File: src/fetch_macros.svh
`ifndef FETCH_MACROS_SVH
`define FETCH_MACROS_SVH

`define ADDR_WIDTH    8
`define MEM_DEPTH     256
`define INST_WIDTH    32
`define DATA_WIDTH    8

// Control opcodes seen by the sequencer
`define OPC_JMP       8'h10
`define OPC_HALT      8'hFF

// APB register map
`define REG_CTRL      8'h00
`define REG_START     8'h04
`define REG_STATUS    8'h08
`define REG_COUNT     8'h0C
`define REG_MEM_ADDR  8'h10
`define REG_MEM_DATA  8'h14

`endif

File: src/fetch_pkg.sv
`default_nettype none
`include "fetch_macros.svh"

package fetch_pkg;

   typedef struct packed {
      logic [7:0]  opcode;
      logic [3:0]  rd;
      logic [3:0]  rs;
      logic [15:0] imm;                          // Jump target in the low bits
   } inst_fields_t;

   // One instruction word read either as fetched bytes or as fields
   typedef union packed {
      logic [0:`INST_WIDTH/`DATA_WIDTH-1][`DATA_WIDTH-1:0] bytes;  // Element 0 is the MSB
      inst_fields_t                                        fields;
   } inst_t;

   typedef enum logic {
      IDLE,
      FETCH
   } fetch_state_t;

endpackage

`default_nettype wire

File: src/inst_mem.sv
`default_nettype none
`include "fetch_macros.svh"

module inst_mem (
   input  logic                   clk,
   input  logic                   we,
   input  logic [`ADDR_WIDTH-1:0] waddr,
   input  logic [`ADDR_WIDTH-1:0] raddr,
   input  logic [`DATA_WIDTH-1:0] wdata,
   output logic [`DATA_WIDTH-1:0] rdata
);

   logic [`DATA_WIDTH-1:0] mem [`MEM_DEPTH];

   // Loaded from the register block one byte at a time
   always_ff @(posedge clk) begin
      if (we)
         mem[waddr] <= wdata;
   end

   assign rdata = mem[raddr];                    // Same cycle read for the fetch unit

endmodule

`default_nettype wire

File: src/fetch_unit.sv
`default_nettype none
`include "fetch_macros.svh"

module fetch_unit (
   input  logic                   clk,
   input  logic                   rst_n,
   input  logic                   fetch_go,
   input  logic [`ADDR_WIDTH-1:0] pc,
   input  logic [`DATA_WIDTH-1:0] mem_rdata,
   output logic [`ADDR_WIDTH-1:0] mem_raddr,
   output fetch_pkg::inst_t       inst,
   output logic                   inst_ready
);

   import fetch_pkg::*;

   fetch_state_t state;
   logic [1:0]   idx;

   // Index is zero while idle so the first byte is read in the fetch_go cycle
   assign mem_raddr = pc + {{(`ADDR_WIDTH-2){1'b0}}, idx};

   always_ff @(posedge clk or negedge rst_n) begin
      if (!rst_n) begin
         state      <= IDLE;
         idx        <= 2'd0;
         inst       <= '0;
         inst_ready <= 1'b0;
      end else begin
         inst_ready <= 1'b0;
         case (state)
            IDLE: begin
               if (fetch_go) begin
                  inst          <= '0;           // Unread bytes show as zero
                  inst.bytes[0] <= mem_rdata;
                  idx           <= 2'd1;
                  state         <= FETCH;
               end
            end
            FETCH: begin
               inst.bytes[idx] <= mem_rdata;
               idx             <= idx + 2'd1;    // Back to zero after the last byte
               if (idx == 2'd3) begin
                  inst_ready <= 1'b1;
                  state      <= IDLE;
               end
            end
            default: begin
               state <= IDLE;
               idx   <= 2'd0;
            end
         endcase
      end
   end

endmodule

`default_nettype wire

File: src/pc_sequencer.sv
`default_nettype none
`include "fetch_macros.svh"

module pc_sequencer (
   input  logic                   clk,
   input  logic                   rst_n,
   input  logic                   run,
   input  logic [`ADDR_WIDTH-1:0] start_pc,
   input  fetch_pkg::inst_t       inst,
   input  logic                   inst_ready,
   output logic [`ADDR_WIDTH-1:0] pc,
   output logic                   fetch_go,
   output logic                   inst_valid,
   output logic [`ADDR_WIDTH-1:0] inst_pc,
   output logic                   busy,
   output logic                   halted
);

   localparam logic [`ADDR_WIDTH-1:0] PC_STEP = `INST_WIDTH / `DATA_WIDTH;

   logic                   run_q;
   logic                   start;
   logic                   is_jmp;
   logic                   is_halt;
   logic [`ADDR_WIDTH-1:0] next_pc;

   assign is_jmp  = inst.fields.opcode == `OPC_JMP;
   assign is_halt = inst.fields.opcode == `OPC_HALT;
   assign next_pc = is_jmp ? inst.fields.imm[`ADDR_WIDTH-1:0] : pc + PC_STEP;
   assign start   = run & ~run_q & ~busy;        // Rising run while idle

   assign inst_valid = inst_ready & busy & ~is_halt;  // Halt words are not published
   assign inst_pc    = pc;

   always_ff @(posedge clk or negedge rst_n) begin
      if (!rst_n) begin
         run_q    <= 1'b0;
         pc       <= '0;
         fetch_go <= 1'b0;
         busy     <= 1'b0;
         halted   <= 1'b0;
      end else begin
         run_q    <= run;
         fetch_go <= 1'b0;
         if (start) begin
            pc       <= start_pc;
            fetch_go <= 1'b1;
            busy     <= 1'b1;
            halted   <= 1'b0;
         end else if (inst_ready && busy) begin
            if (is_halt) begin
               busy   <= 1'b0;
               halted <= 1'b1;
            end else begin
               pc <= next_pc;
               if (run)
                  fetch_go <= 1'b1;
               else
                  busy <= 1'b0;                  // Stopped at the boundary
            end
         end
      end
   end

endmodule

`default_nettype wire

File: src/fetch_regs.sv
`default_nettype none
`include "fetch_macros.svh"

module fetch_regs (
   input  logic                   clk,
   input  logic                   rst_n,
   input  logic                   psel,
   input  logic                   penable,
   input  logic                   pwrite,
   input  logic [7:0]             paddr,
   input  logic [31:0]            pwdata,
   output logic [31:0]            prdata,
   output logic                   pready,
   output logic                   pslverr,
   input  logic                   inst_valid,
   input  logic                   busy,
   input  logic                   halted,
   output logic                   run,
   output logic [`ADDR_WIDTH-1:0] start_pc,
   output logic                   mem_we,
   output logic [`ADDR_WIDTH-1:0] mem_waddr,
   output logic [`DATA_WIDTH-1:0] mem_wdata
);

   logic        access;
   logic        wr_en;
   logic        mapped;
   logic        locked;
   logic        wr_ok;
   logic        run_start;
   logic        busy_q;
   logic [31:0] count;

   assign access = psel & penable;
   assign wr_en  = access & pwrite;

   always_comb begin
      case (paddr)
         `REG_CTRL, `REG_START, `REG_STATUS,
         `REG_COUNT, `REG_MEM_ADDR, `REG_MEM_DATA: mapped = 1'b1;
         default:                                  mapped = 1'b0;
      endcase
   end

   assign locked  = busy & ((paddr == `REG_START) | (paddr == `REG_MEM_DATA));
   assign wr_ok   = wr_en & mapped & ~locked;
   assign pslverr = access & (~mapped | (pwrite & locked));
   assign pready  = 1'b1;                        // No wait states

   // Memory load port with a pointer that advances after every byte
   assign mem_we    = wr_ok & (paddr == `REG_MEM_DATA);
   assign mem_wdata = pwdata[`DATA_WIDTH-1:0];

   assign run_start = wr_ok & (paddr == `REG_CTRL) & pwdata[0] & ~run & ~busy;

   always_ff @(posedge clk or negedge rst_n) begin
      if (!rst_n) begin
         run       <= 1'b0;
         start_pc  <= '0;
         mem_waddr <= '0;
         busy_q    <= 1'b0;
      end else begin
         busy_q <= busy;
         if (busy_q && !busy)
            run <= 1'b0;                         // Run self-clears once the sequencer idles
         if (wr_ok) begin
            case (paddr)
               `REG_CTRL:     run       <= pwdata[0];
               `REG_START:    start_pc  <= pwdata[`ADDR_WIDTH-1:0];
               `REG_MEM_ADDR: mem_waddr <= pwdata[`ADDR_WIDTH-1:0];
               `REG_MEM_DATA: mem_waddr <= mem_waddr + 1;  // Wraps at the top of memory
               default:       ;
            endcase
         end
      end
   end

   always_ff @(posedge clk or negedge rst_n) begin
      if (!rst_n)
         count <= '0;
      else if (run_start)
         count <= '0;
      else if (inst_valid)
         count <= count + 1;
   end

   always_comb begin
      prdata = '0;
      if (psel && !pwrite) begin
         case (paddr)
            `REG_CTRL:     prdata[0]               = run;
            `REG_START:    prdata[`ADDR_WIDTH-1:0] = start_pc;
            `REG_STATUS:   prdata[1:0]             = {halted, busy};
            `REG_COUNT:    prdata                  = count;
            `REG_MEM_ADDR: prdata[`ADDR_WIDTH-1:0] = mem_waddr;
            default:       prdata                  = '0;  // Data port reads as zero
         endcase
      end
   end

endmodule

`default_nettype wire

File: src/fetch_top.sv
`default_nettype none
`include "fetch_macros.svh"

module fetch_top (
   input  logic                   clk,
   input  logic                   rst_n,
   input  logic                   psel,
   input  logic                   penable,
   input  logic                   pwrite,
   input  logic [7:0]             paddr,
   input  logic [31:0]            pwdata,
   output logic [31:0]            prdata,
   output logic                   pready,
   output logic                   pslverr,
   output fetch_pkg::inst_t       inst,
   output logic [`ADDR_WIDTH-1:0] inst_pc,
   output logic                   inst_valid
);

   logic                   run;
   logic [`ADDR_WIDTH-1:0] start_pc;
   logic                   busy;
   logic                   halted;
   logic                   mem_we;
   logic [`ADDR_WIDTH-1:0] mem_waddr;
   logic [`DATA_WIDTH-1:0] mem_wdata;
   logic [`ADDR_WIDTH-1:0] mem_raddr;
   logic [`DATA_WIDTH-1:0] mem_rdata;
   logic [`ADDR_WIDTH-1:0] pc;
   logic                   fetch_go;
   logic                   inst_ready;

   fetch_regs u_regs (
      .clk        (clk),
      .rst_n      (rst_n),
      .psel       (psel),
      .penable    (penable),
      .pwrite     (pwrite),
      .paddr      (paddr),
      .pwdata     (pwdata),
      .prdata     (prdata),
      .pready     (pready),
      .pslverr    (pslverr),
      .inst_valid (inst_valid),
      .busy       (busy),
      .halted     (halted),
      .run        (run),
      .start_pc   (start_pc),
      .mem_we     (mem_we),
      .mem_waddr  (mem_waddr),
      .mem_wdata  (mem_wdata)
   );

   inst_mem u_mem (
      .clk   (clk),
      .we    (mem_we),
      .waddr (mem_waddr),
      .raddr (mem_raddr),
      .wdata (mem_wdata),
      .rdata (mem_rdata)
   );

   fetch_unit u_fetch (
      .clk        (clk),
      .rst_n      (rst_n),
      .fetch_go   (fetch_go),
      .pc         (pc),
      .mem_rdata  (mem_rdata),
      .mem_raddr  (mem_raddr),
      .inst       (inst),
      .inst_ready (inst_ready)
   );

   pc_sequencer u_seq (
      .clk        (clk),
      .rst_n      (rst_n),
      .run        (run),
      .start_pc   (start_pc),
      .inst       (inst),
      .inst_ready (inst_ready),
      .pc         (pc),
      .fetch_go   (fetch_go),
      .inst_valid (inst_valid),
      .inst_pc    (inst_pc),
      .busy       (busy),
      .halted     (halted)
   );

endmodule

`default_nettype wire

File: config.mk
export PLATFORM = sky130hd
export DESIGN_NAME = fetch_top
export DESIGN_NICKNAME = d
export VERILOG_FILES = /design/src/fetch_pkg.sv /design/src/inst_mem.sv /design/src/fetch_unit.sv /design/src/pc_sequencer.sv /design/src/fetch_regs.sv /design/src/fetch_top.sv
export VERILOG_INCLUDE_DIRS = /design/src /design/src/src
export SDC_FILE = /design/constraint.sdc
export NUM_CORES = 2
export LEC_CHECK = 0
export ABC_CLOCK_PERIOD_IN_PS = 4350
export BUFFER_PORTS_ARGS = -buffer_cell sky130_fd_sc_hd__buf_2
export CAP_MARGIN = 10
export CORE_AREA = 4 4 499 501
export CTS_CLUSTER_SIZE = 8
export DETAILED_ROUTE_END_ITERATION = 10
export DIE_AREA = 0 0 503 505
export GPL_ROUTABILITY_DRIVEN = 0
export GPL_TIMING_DRIVEN = 0
export PLACE_DENSITY = 0.55
export SLEW_MARGIN = 25
export SYNTH_ARGS = -nofsm -noshare
export SYNTH_HDL_FRONTEND = slang
export SYNTH_HIERARCHICAL = 1
export SYNTH_SLANG_ARGS = --single-unit
File: constraint.sdc
create_clock -name clk -period 4.35 [get_ports clk]
set_input_delay 0 -clock clk [delete_from_list [all_inputs] [get_ports clk]]
set_output_delay 0 -clock clk [all_outputs]
set_load 0.01 [all_outputs]
# Word level (Yosys, flattened, before mapping)
# Memories as Yosys holds them, arrays and structs flattened.
# Cells that the tools add are included.
# word_totals
ff_bits	98
ram_bits	2048
out_inout_bits	75
memories	1
# mem_list
name	depth	width	rd	rd_ports_with_merged_regs	wr	line_no	source
u_mem.mem	256	8	1	0	1	inst_mem.sv:13	logic [`DATA_WIDTH-1:0] mem [`MEM_DEPTH];
# op_classes
addsub	5
magnitude_cmp	2
n_eq_ne	11
muxes	41
bitwise	26
n_reduce_logical	17
# ops
operator	count
$mux W32	4
$pmux W32 S2	1
$mux W8	5
$add A32 B1 Y32 const B	1
$bwmux W32	1
$eq A8 B5 Y1 const B	3
$mux W24	1
$mux W1	21
$pmux W6 S3	1
$and A1 B1 Y1	16
$demux W8 S2	1
$eq A8 B4 Y1 const B	2
$pmux W8 S2	1
$reduce_and A2 Y1	5
$add A8 B1 Y8 const B	1
$add A8 B2 Y8	1
$add A8 B3 Y8 const B	1
$eq A8 B3 Y1 const B	1
$eq A8 B8 Y1 const B	1
$logic_not A8 Y1	1
$reduce_bool A2 Y1	4
$not A1 Y1	7
$reduce_or A6 Y1	1
$pmux W1 S5	1
other kinds (14)	20

# Logic depth before layout (Yosys ltp)
# logic_depth
ltp_word	10
ltp_mapped	17

# By module
# The synthesis kept the hierarchy.
# modules_own_cells
module	n_inst	cells_per_inst	area_each_um2
inst_mem	1	3725	79396.1
fetch_regs	1	342	3095.5
fetch_unit	1	137	1801.7
pc_sequencer	1	88	819.5

# Worst setup path after synthesis
# No wires, ideal clock.
# synth_path
path_kind	register -> register
from	reg u_seq.pc[0], in the netlist u_seq/inst_pc[0]
to	reg u_fetch/inst[2] (netlist name)
setup_ns	0.121
arrival_ns	3.540
slack_ns	0.689
path_stages_with_launch	17
path_buffers	5
path_cell_list	dfrtp_1 buf_4 ha_1 inv_1 fa_1 inv_1 buf_2 buf_4 buf_2 buf_1 mux4_2 a22oi_1 a21oi_1 nor4_1 nor4_2 mux2_2 a22o_1
# synth_between
elab_chain_len	4
# synth_lines
item	line_no	source
start: declaration	pc_sequencer.sv:11	output logic [`ADDR_WIDTH-1:0] pc,
start signal: assignment	pc_sequencer.sv:46	pc <= start_pc;
start signal: assignment	pc_sequencer.sv:55	pc <= next_pc;
$add A8 B2 Y8	fetch_unit.sv:21	assign mem_raddr = pc + {{(`ADDR_WIDTH-2){1'b0}}, idx};
via mem_raddr[1]	fetch_top.sv:27	logic [`ADDR_WIDTH-1:0] mem_raddr;
$mem_v2 Z256 W8	-	
via mem_rdata[2]	fetch_top.sv:28	logic [`DATA_WIDTH-1:0] mem_rdata;
$bwmux W32	fetch_unit.sv:41	inst.bytes[idx] <= mem_rdata;
$pmux W32 S2	fetch_unit.sv:31	case (state)
end: declaration	fetch_unit.sv:11	output fetch_pkg::inst_t inst,
# The timed path passes the listed nets, and every way through them passes these cells.
# A chain may end at the register's enable or synchronous reset.

# Worst setup path in the final report
# layout_path
from	in paddr[1]
to	mem u_mem/mem[98][0] (netlist name) (enable)
# layout_between
elab_chain_len	8
word_cells_on_any_way	16
# layout_lines
item	line_no	source
start: declaration	fetch_top.sv:10	input logic [7:0] paddr,
$eq A8 B4 Y1, or another cell as far along	fetch_regs.sv:38	case (paddr)
$reduce_or A6 Y1 / $or A1 B1 Y1 (equally long branches)	fetch_regs.sv:38, fetch_regs.sv:45	
$mux W1 / $and A1 B1 Y1 (equally long branches)	fetch_regs.sv:38, fetch_regs.sv:45	
$and A1 B1 Y1 / $not A1 Y1 (equally long branches)	fetch_regs.sv:46	assign wr_ok = wr_en & mapped & ~locked;
$and A1 B1 Y1	fetch_regs.sv:46	
$and A1 B1 Y1 (*)	fetch_regs.sv:51	assign mem_we = wr_ok & (paddr == `REG_MEM_DATA);
via mem_we	fetch_top.sv:24	logic mem_we;
$mux W1 (*)	inst_mem.sv:17	if (we)
$mux W1 (implied by the code) (*)	inst_mem.sv:18	mem[waddr] <= wdata;
end: declaration	inst_mem.sv:13	
# Mark *: on every way through the listed nets, which the timed path passes. The rest lies on a longest branch.

==> metrics.cfg <==
[route]
drc=0
ant_nets=0
first_iter_violations=6427
route.detailed.wl_per_inst_um=34.1
drt_pass1_iterations=7
wl_um=277000
viasPerCell=5.79
via_count=47000

[hold_path]
hold_class=input pin to register

[yosys]
synthCells=4292
synth_seq_area_share_pct=75.1
ys_ff_latch=2146
synthTopCellsByCount=edfxtp_1, mux4_2, nor2_1
syn-cell-area_mm2=0.0851
syn_nets=4347
synth_ff_type=edfxtp_1
ys_async_sr_fraction_pct=4.57
synth.most_common_cell=edfxtp_1
synth_top_area_cell=edfxtp_1
yosysUniqueCellTypes=90
avgSynthCellArea_um2=19.8
yosysTopAreaCellShare_pct=72.3
yosys_warnings=6
synth_top_cells_by_area=edfxtp_1, mux4_2, dfrtp_1
synth-edff-count=2048

[finish]
layout-area-overhead-vs-synth_pct=21.3
postLayoutCellArea_mm2=0.103
layout-drive-gt1-share_pct=32.7
nNetsFinal=4913
stdcell_count=8116
fillers=21100

[status]
violations=setup timing
status=finished, violations left

[clock_network]
cts_tree=built
path_clk_slew_ns=0.05
clockRootBuffer=clkbuf_16
clock_latency_ns=0.91
clock_sinks=2146
cts_buffers=319
clock_path_buffers=4
cts_max_level=5

[setup_path]
crit_required_ns=4.88
worstSetupEndpointType=register
reg2reg_from=u_seq/busy$_DFFE_PN0P_
critPathSlowestCell=clkbuf_2
start_kind=input pin
reg2reg_depth=8
path_max_fanout=10
r2r_slack_ns=-0.22
critPathMaxStageDelay_ns=0.72
critPathCapture=u_mem/mem[98][0]$_DFFE_PP_
worst-endpoint-arrival_ns=5.13
crit_type=input pin to register
crit-reg2reg-capture=u_mem/mem[98][0]$_DFFE_PP_
cpMostUsedCell=buf_2
path_cells=buf_2, dlygate4sd3_1, or4b_1, buf_2, or2_1, clkbuf_1, buf_2, nor2_1, clkbuf_2, buf_1, nand3_1, clkbuf_2, nor2_2
crit_start=paddr[1]

[placed_design]
portBuffers=92
placed_area_mm2=0.0908
hpwl_um=185000
dp.cells=7646

[global_routing]
grt.overflow.total=0
grt_pass1_vias=46500
antenna_found_initial=8
grt_use_total_pct=21.5
grt_max_degree=125
grt_pass1_wl_um=379000

[die]
fp-row-count=182
die_h_um=505
start_util_pct=34.8
io_pins=120
dieWidth_um=503
die_area_mm2=0.254
coreArea_mm2=0.245

[sta]
finalHoldViolCount=0
setup_viol=147
min_period_ns=4.60
finalCritPeriodShare_pct=106
fin_ws_ns=-0.250
max_freq_mhz=217
skew_ns=0.0542
slew_violations=0
tightest_slew_ns=1.17
rsz0062_at_grt=true
slew_headroom_pct=22.2

[run]
cap_violations=0

[pwr]
p_per_area_mw_per_mm2=697
p_leak_nw=33.2
ir_drop_uv=495

==> worst max-delay path, delay by kind of cell <==
family        cells  cell delay (ns)
buf+inv           8             2.71
simple gates      5             2.36
==> per-stage QoR <==
| stage | power [mW] | hold WS [ns] | TNS (ns) | utilization [%] | setup WS [ns] |
|---|---|---|---|---|---|
| 6_report | 72.0 | 0.0910 | -16.87 | 42.2 | -0.250 |
| 4_1_cts | 71.7 | 0.0181 | -8.01 | 41.9 | -0.165 |
| 2_1_floorplan | 36.1 | -0.296 | 0 | - | 0.689 |
| 3_3_place_gp | 45.9 | 0.314 | -1210.53 | 36.6 | -3.85 |
| 5_1_grt | 73.8 | 0.0783 | -8.07 | 42.2 | -0.166 |
| 3_5_place_dp | 46.5 | -0.114 | -589.80 | 37.1 | -1.95 |
==> sequential cells by signal, indices dropped and copies added, names as in the netlist <==
signal              flops
u_fetch/idx             2
u_fetch/inst           32
u_fetch/inst_ready      1
u_fetch/state           1
u_mem/mem            2048
u_regs/busy_q           1
u_regs/count           32
u_regs/mem_waddr        8
u_regs/run              1
u_regs/start_pc         8
u_seq/busy              1
u_seq/fetch_go          1
u_seq/halted            1
u_seq/inst_pc           8
u_seq/run_q             1
==> where the power goes <==
group	switching (mW)	internal [mW]	total, mW
registers	0.257	22.9	23.1
clock network	8.21	13.1	21.3
logic	16.2	11.4	27.6
==> kinds of logic after synthesis <==
family          share of synthesized area [%]
simple gates                             3.84
flops                                    75.1
xor+xnor                                0.401
compound gates                           3.99
fa+ha+maj                               0.156
other cells                           0.00441
mux                                      14.4
buf+inv                                  2.11
==> cell type report <==
cell class,count,area (µm²),area share [%]
flip-flops and latches,2146,64000,61.9
multi-input cells,1853,21100,20.5
clock buffers,339,8200,7.94
well taps,3220,4030,3.90
plain buffers,269,3010,2.92
repair buffers,255,2710,2.62
clock inverters,12,133,0.128
inverters,14,56.3,0.0545
diodes,8,20.0,0.0194
==> per-layer routing <==
metal,GRT usage (%),wire [µm]
met5,0,45
met3,5.66,27100
met2,33.6,131000
met1,28.2,106000
met4,9.40,13200
==> repair_timing <==
item	in CTS	in global routing
hold endpoints to repair	922	0
hold buffers	50	0
gates cloned	2	2
gates resized for setup	563	132
setup buffers	53	20
pin swaps	42	30
setup endpoints to repair	1067	517
==> cells in the final DEF (no fill, tap or decap), types with 59 or more instances in the layout <==
| master | synthesis | routed |
|---|---|---|
| a21oi_1 | 116 | 78 |
| a22oi_1 | 139 | 114 |
| buf_2 | 40 | 106 |
| buf_4 | 47 | 84 |
| clkbuf_16 | 0 | 335 |
| dfrtp_1 | 98 | 97 |
| edfxtp_1 | 2048 | 2048 |
| mux2i_1 | 138 | 136 |
| mux4_2 | 455 | 455 |
| nand2_1 | 62 | 59 |
| nor2_1 | 350 | 235 |
| nor2_2 | 1 | 106 |
==> worst min path at each step <==
| stage | to | depth (start not counted) | startpoint |
|---|---|---|---|
| 5_1_grt | u_regs/mem_waddr[6]$_DFFE_PN0P_ | 4 | pwdata[6] |
| 4_1_cts | u_regs/mem_waddr[6]$_DFFE_PN0P_ | 4 | pwdata[6] |
| 3_3_place_gp | u_regs/start_pc[7]$_DFFE_PN0P_ | 2 | pwdata[7] |
| 3_5_place_dp | u_fetch/inst[14]$_DFFE_PN0P_ | 1 | rst_n |
| 2_1_floorplan | u_fetch/idx[0]$_DFFE_PN0P_ | 0 | rst_n |
| 6_report | u_regs/mem_waddr[6]$_DFFE_PN0P_ | 4 | pwdata[6] |
Note: power is estimated with default switching activity, not from simulation.
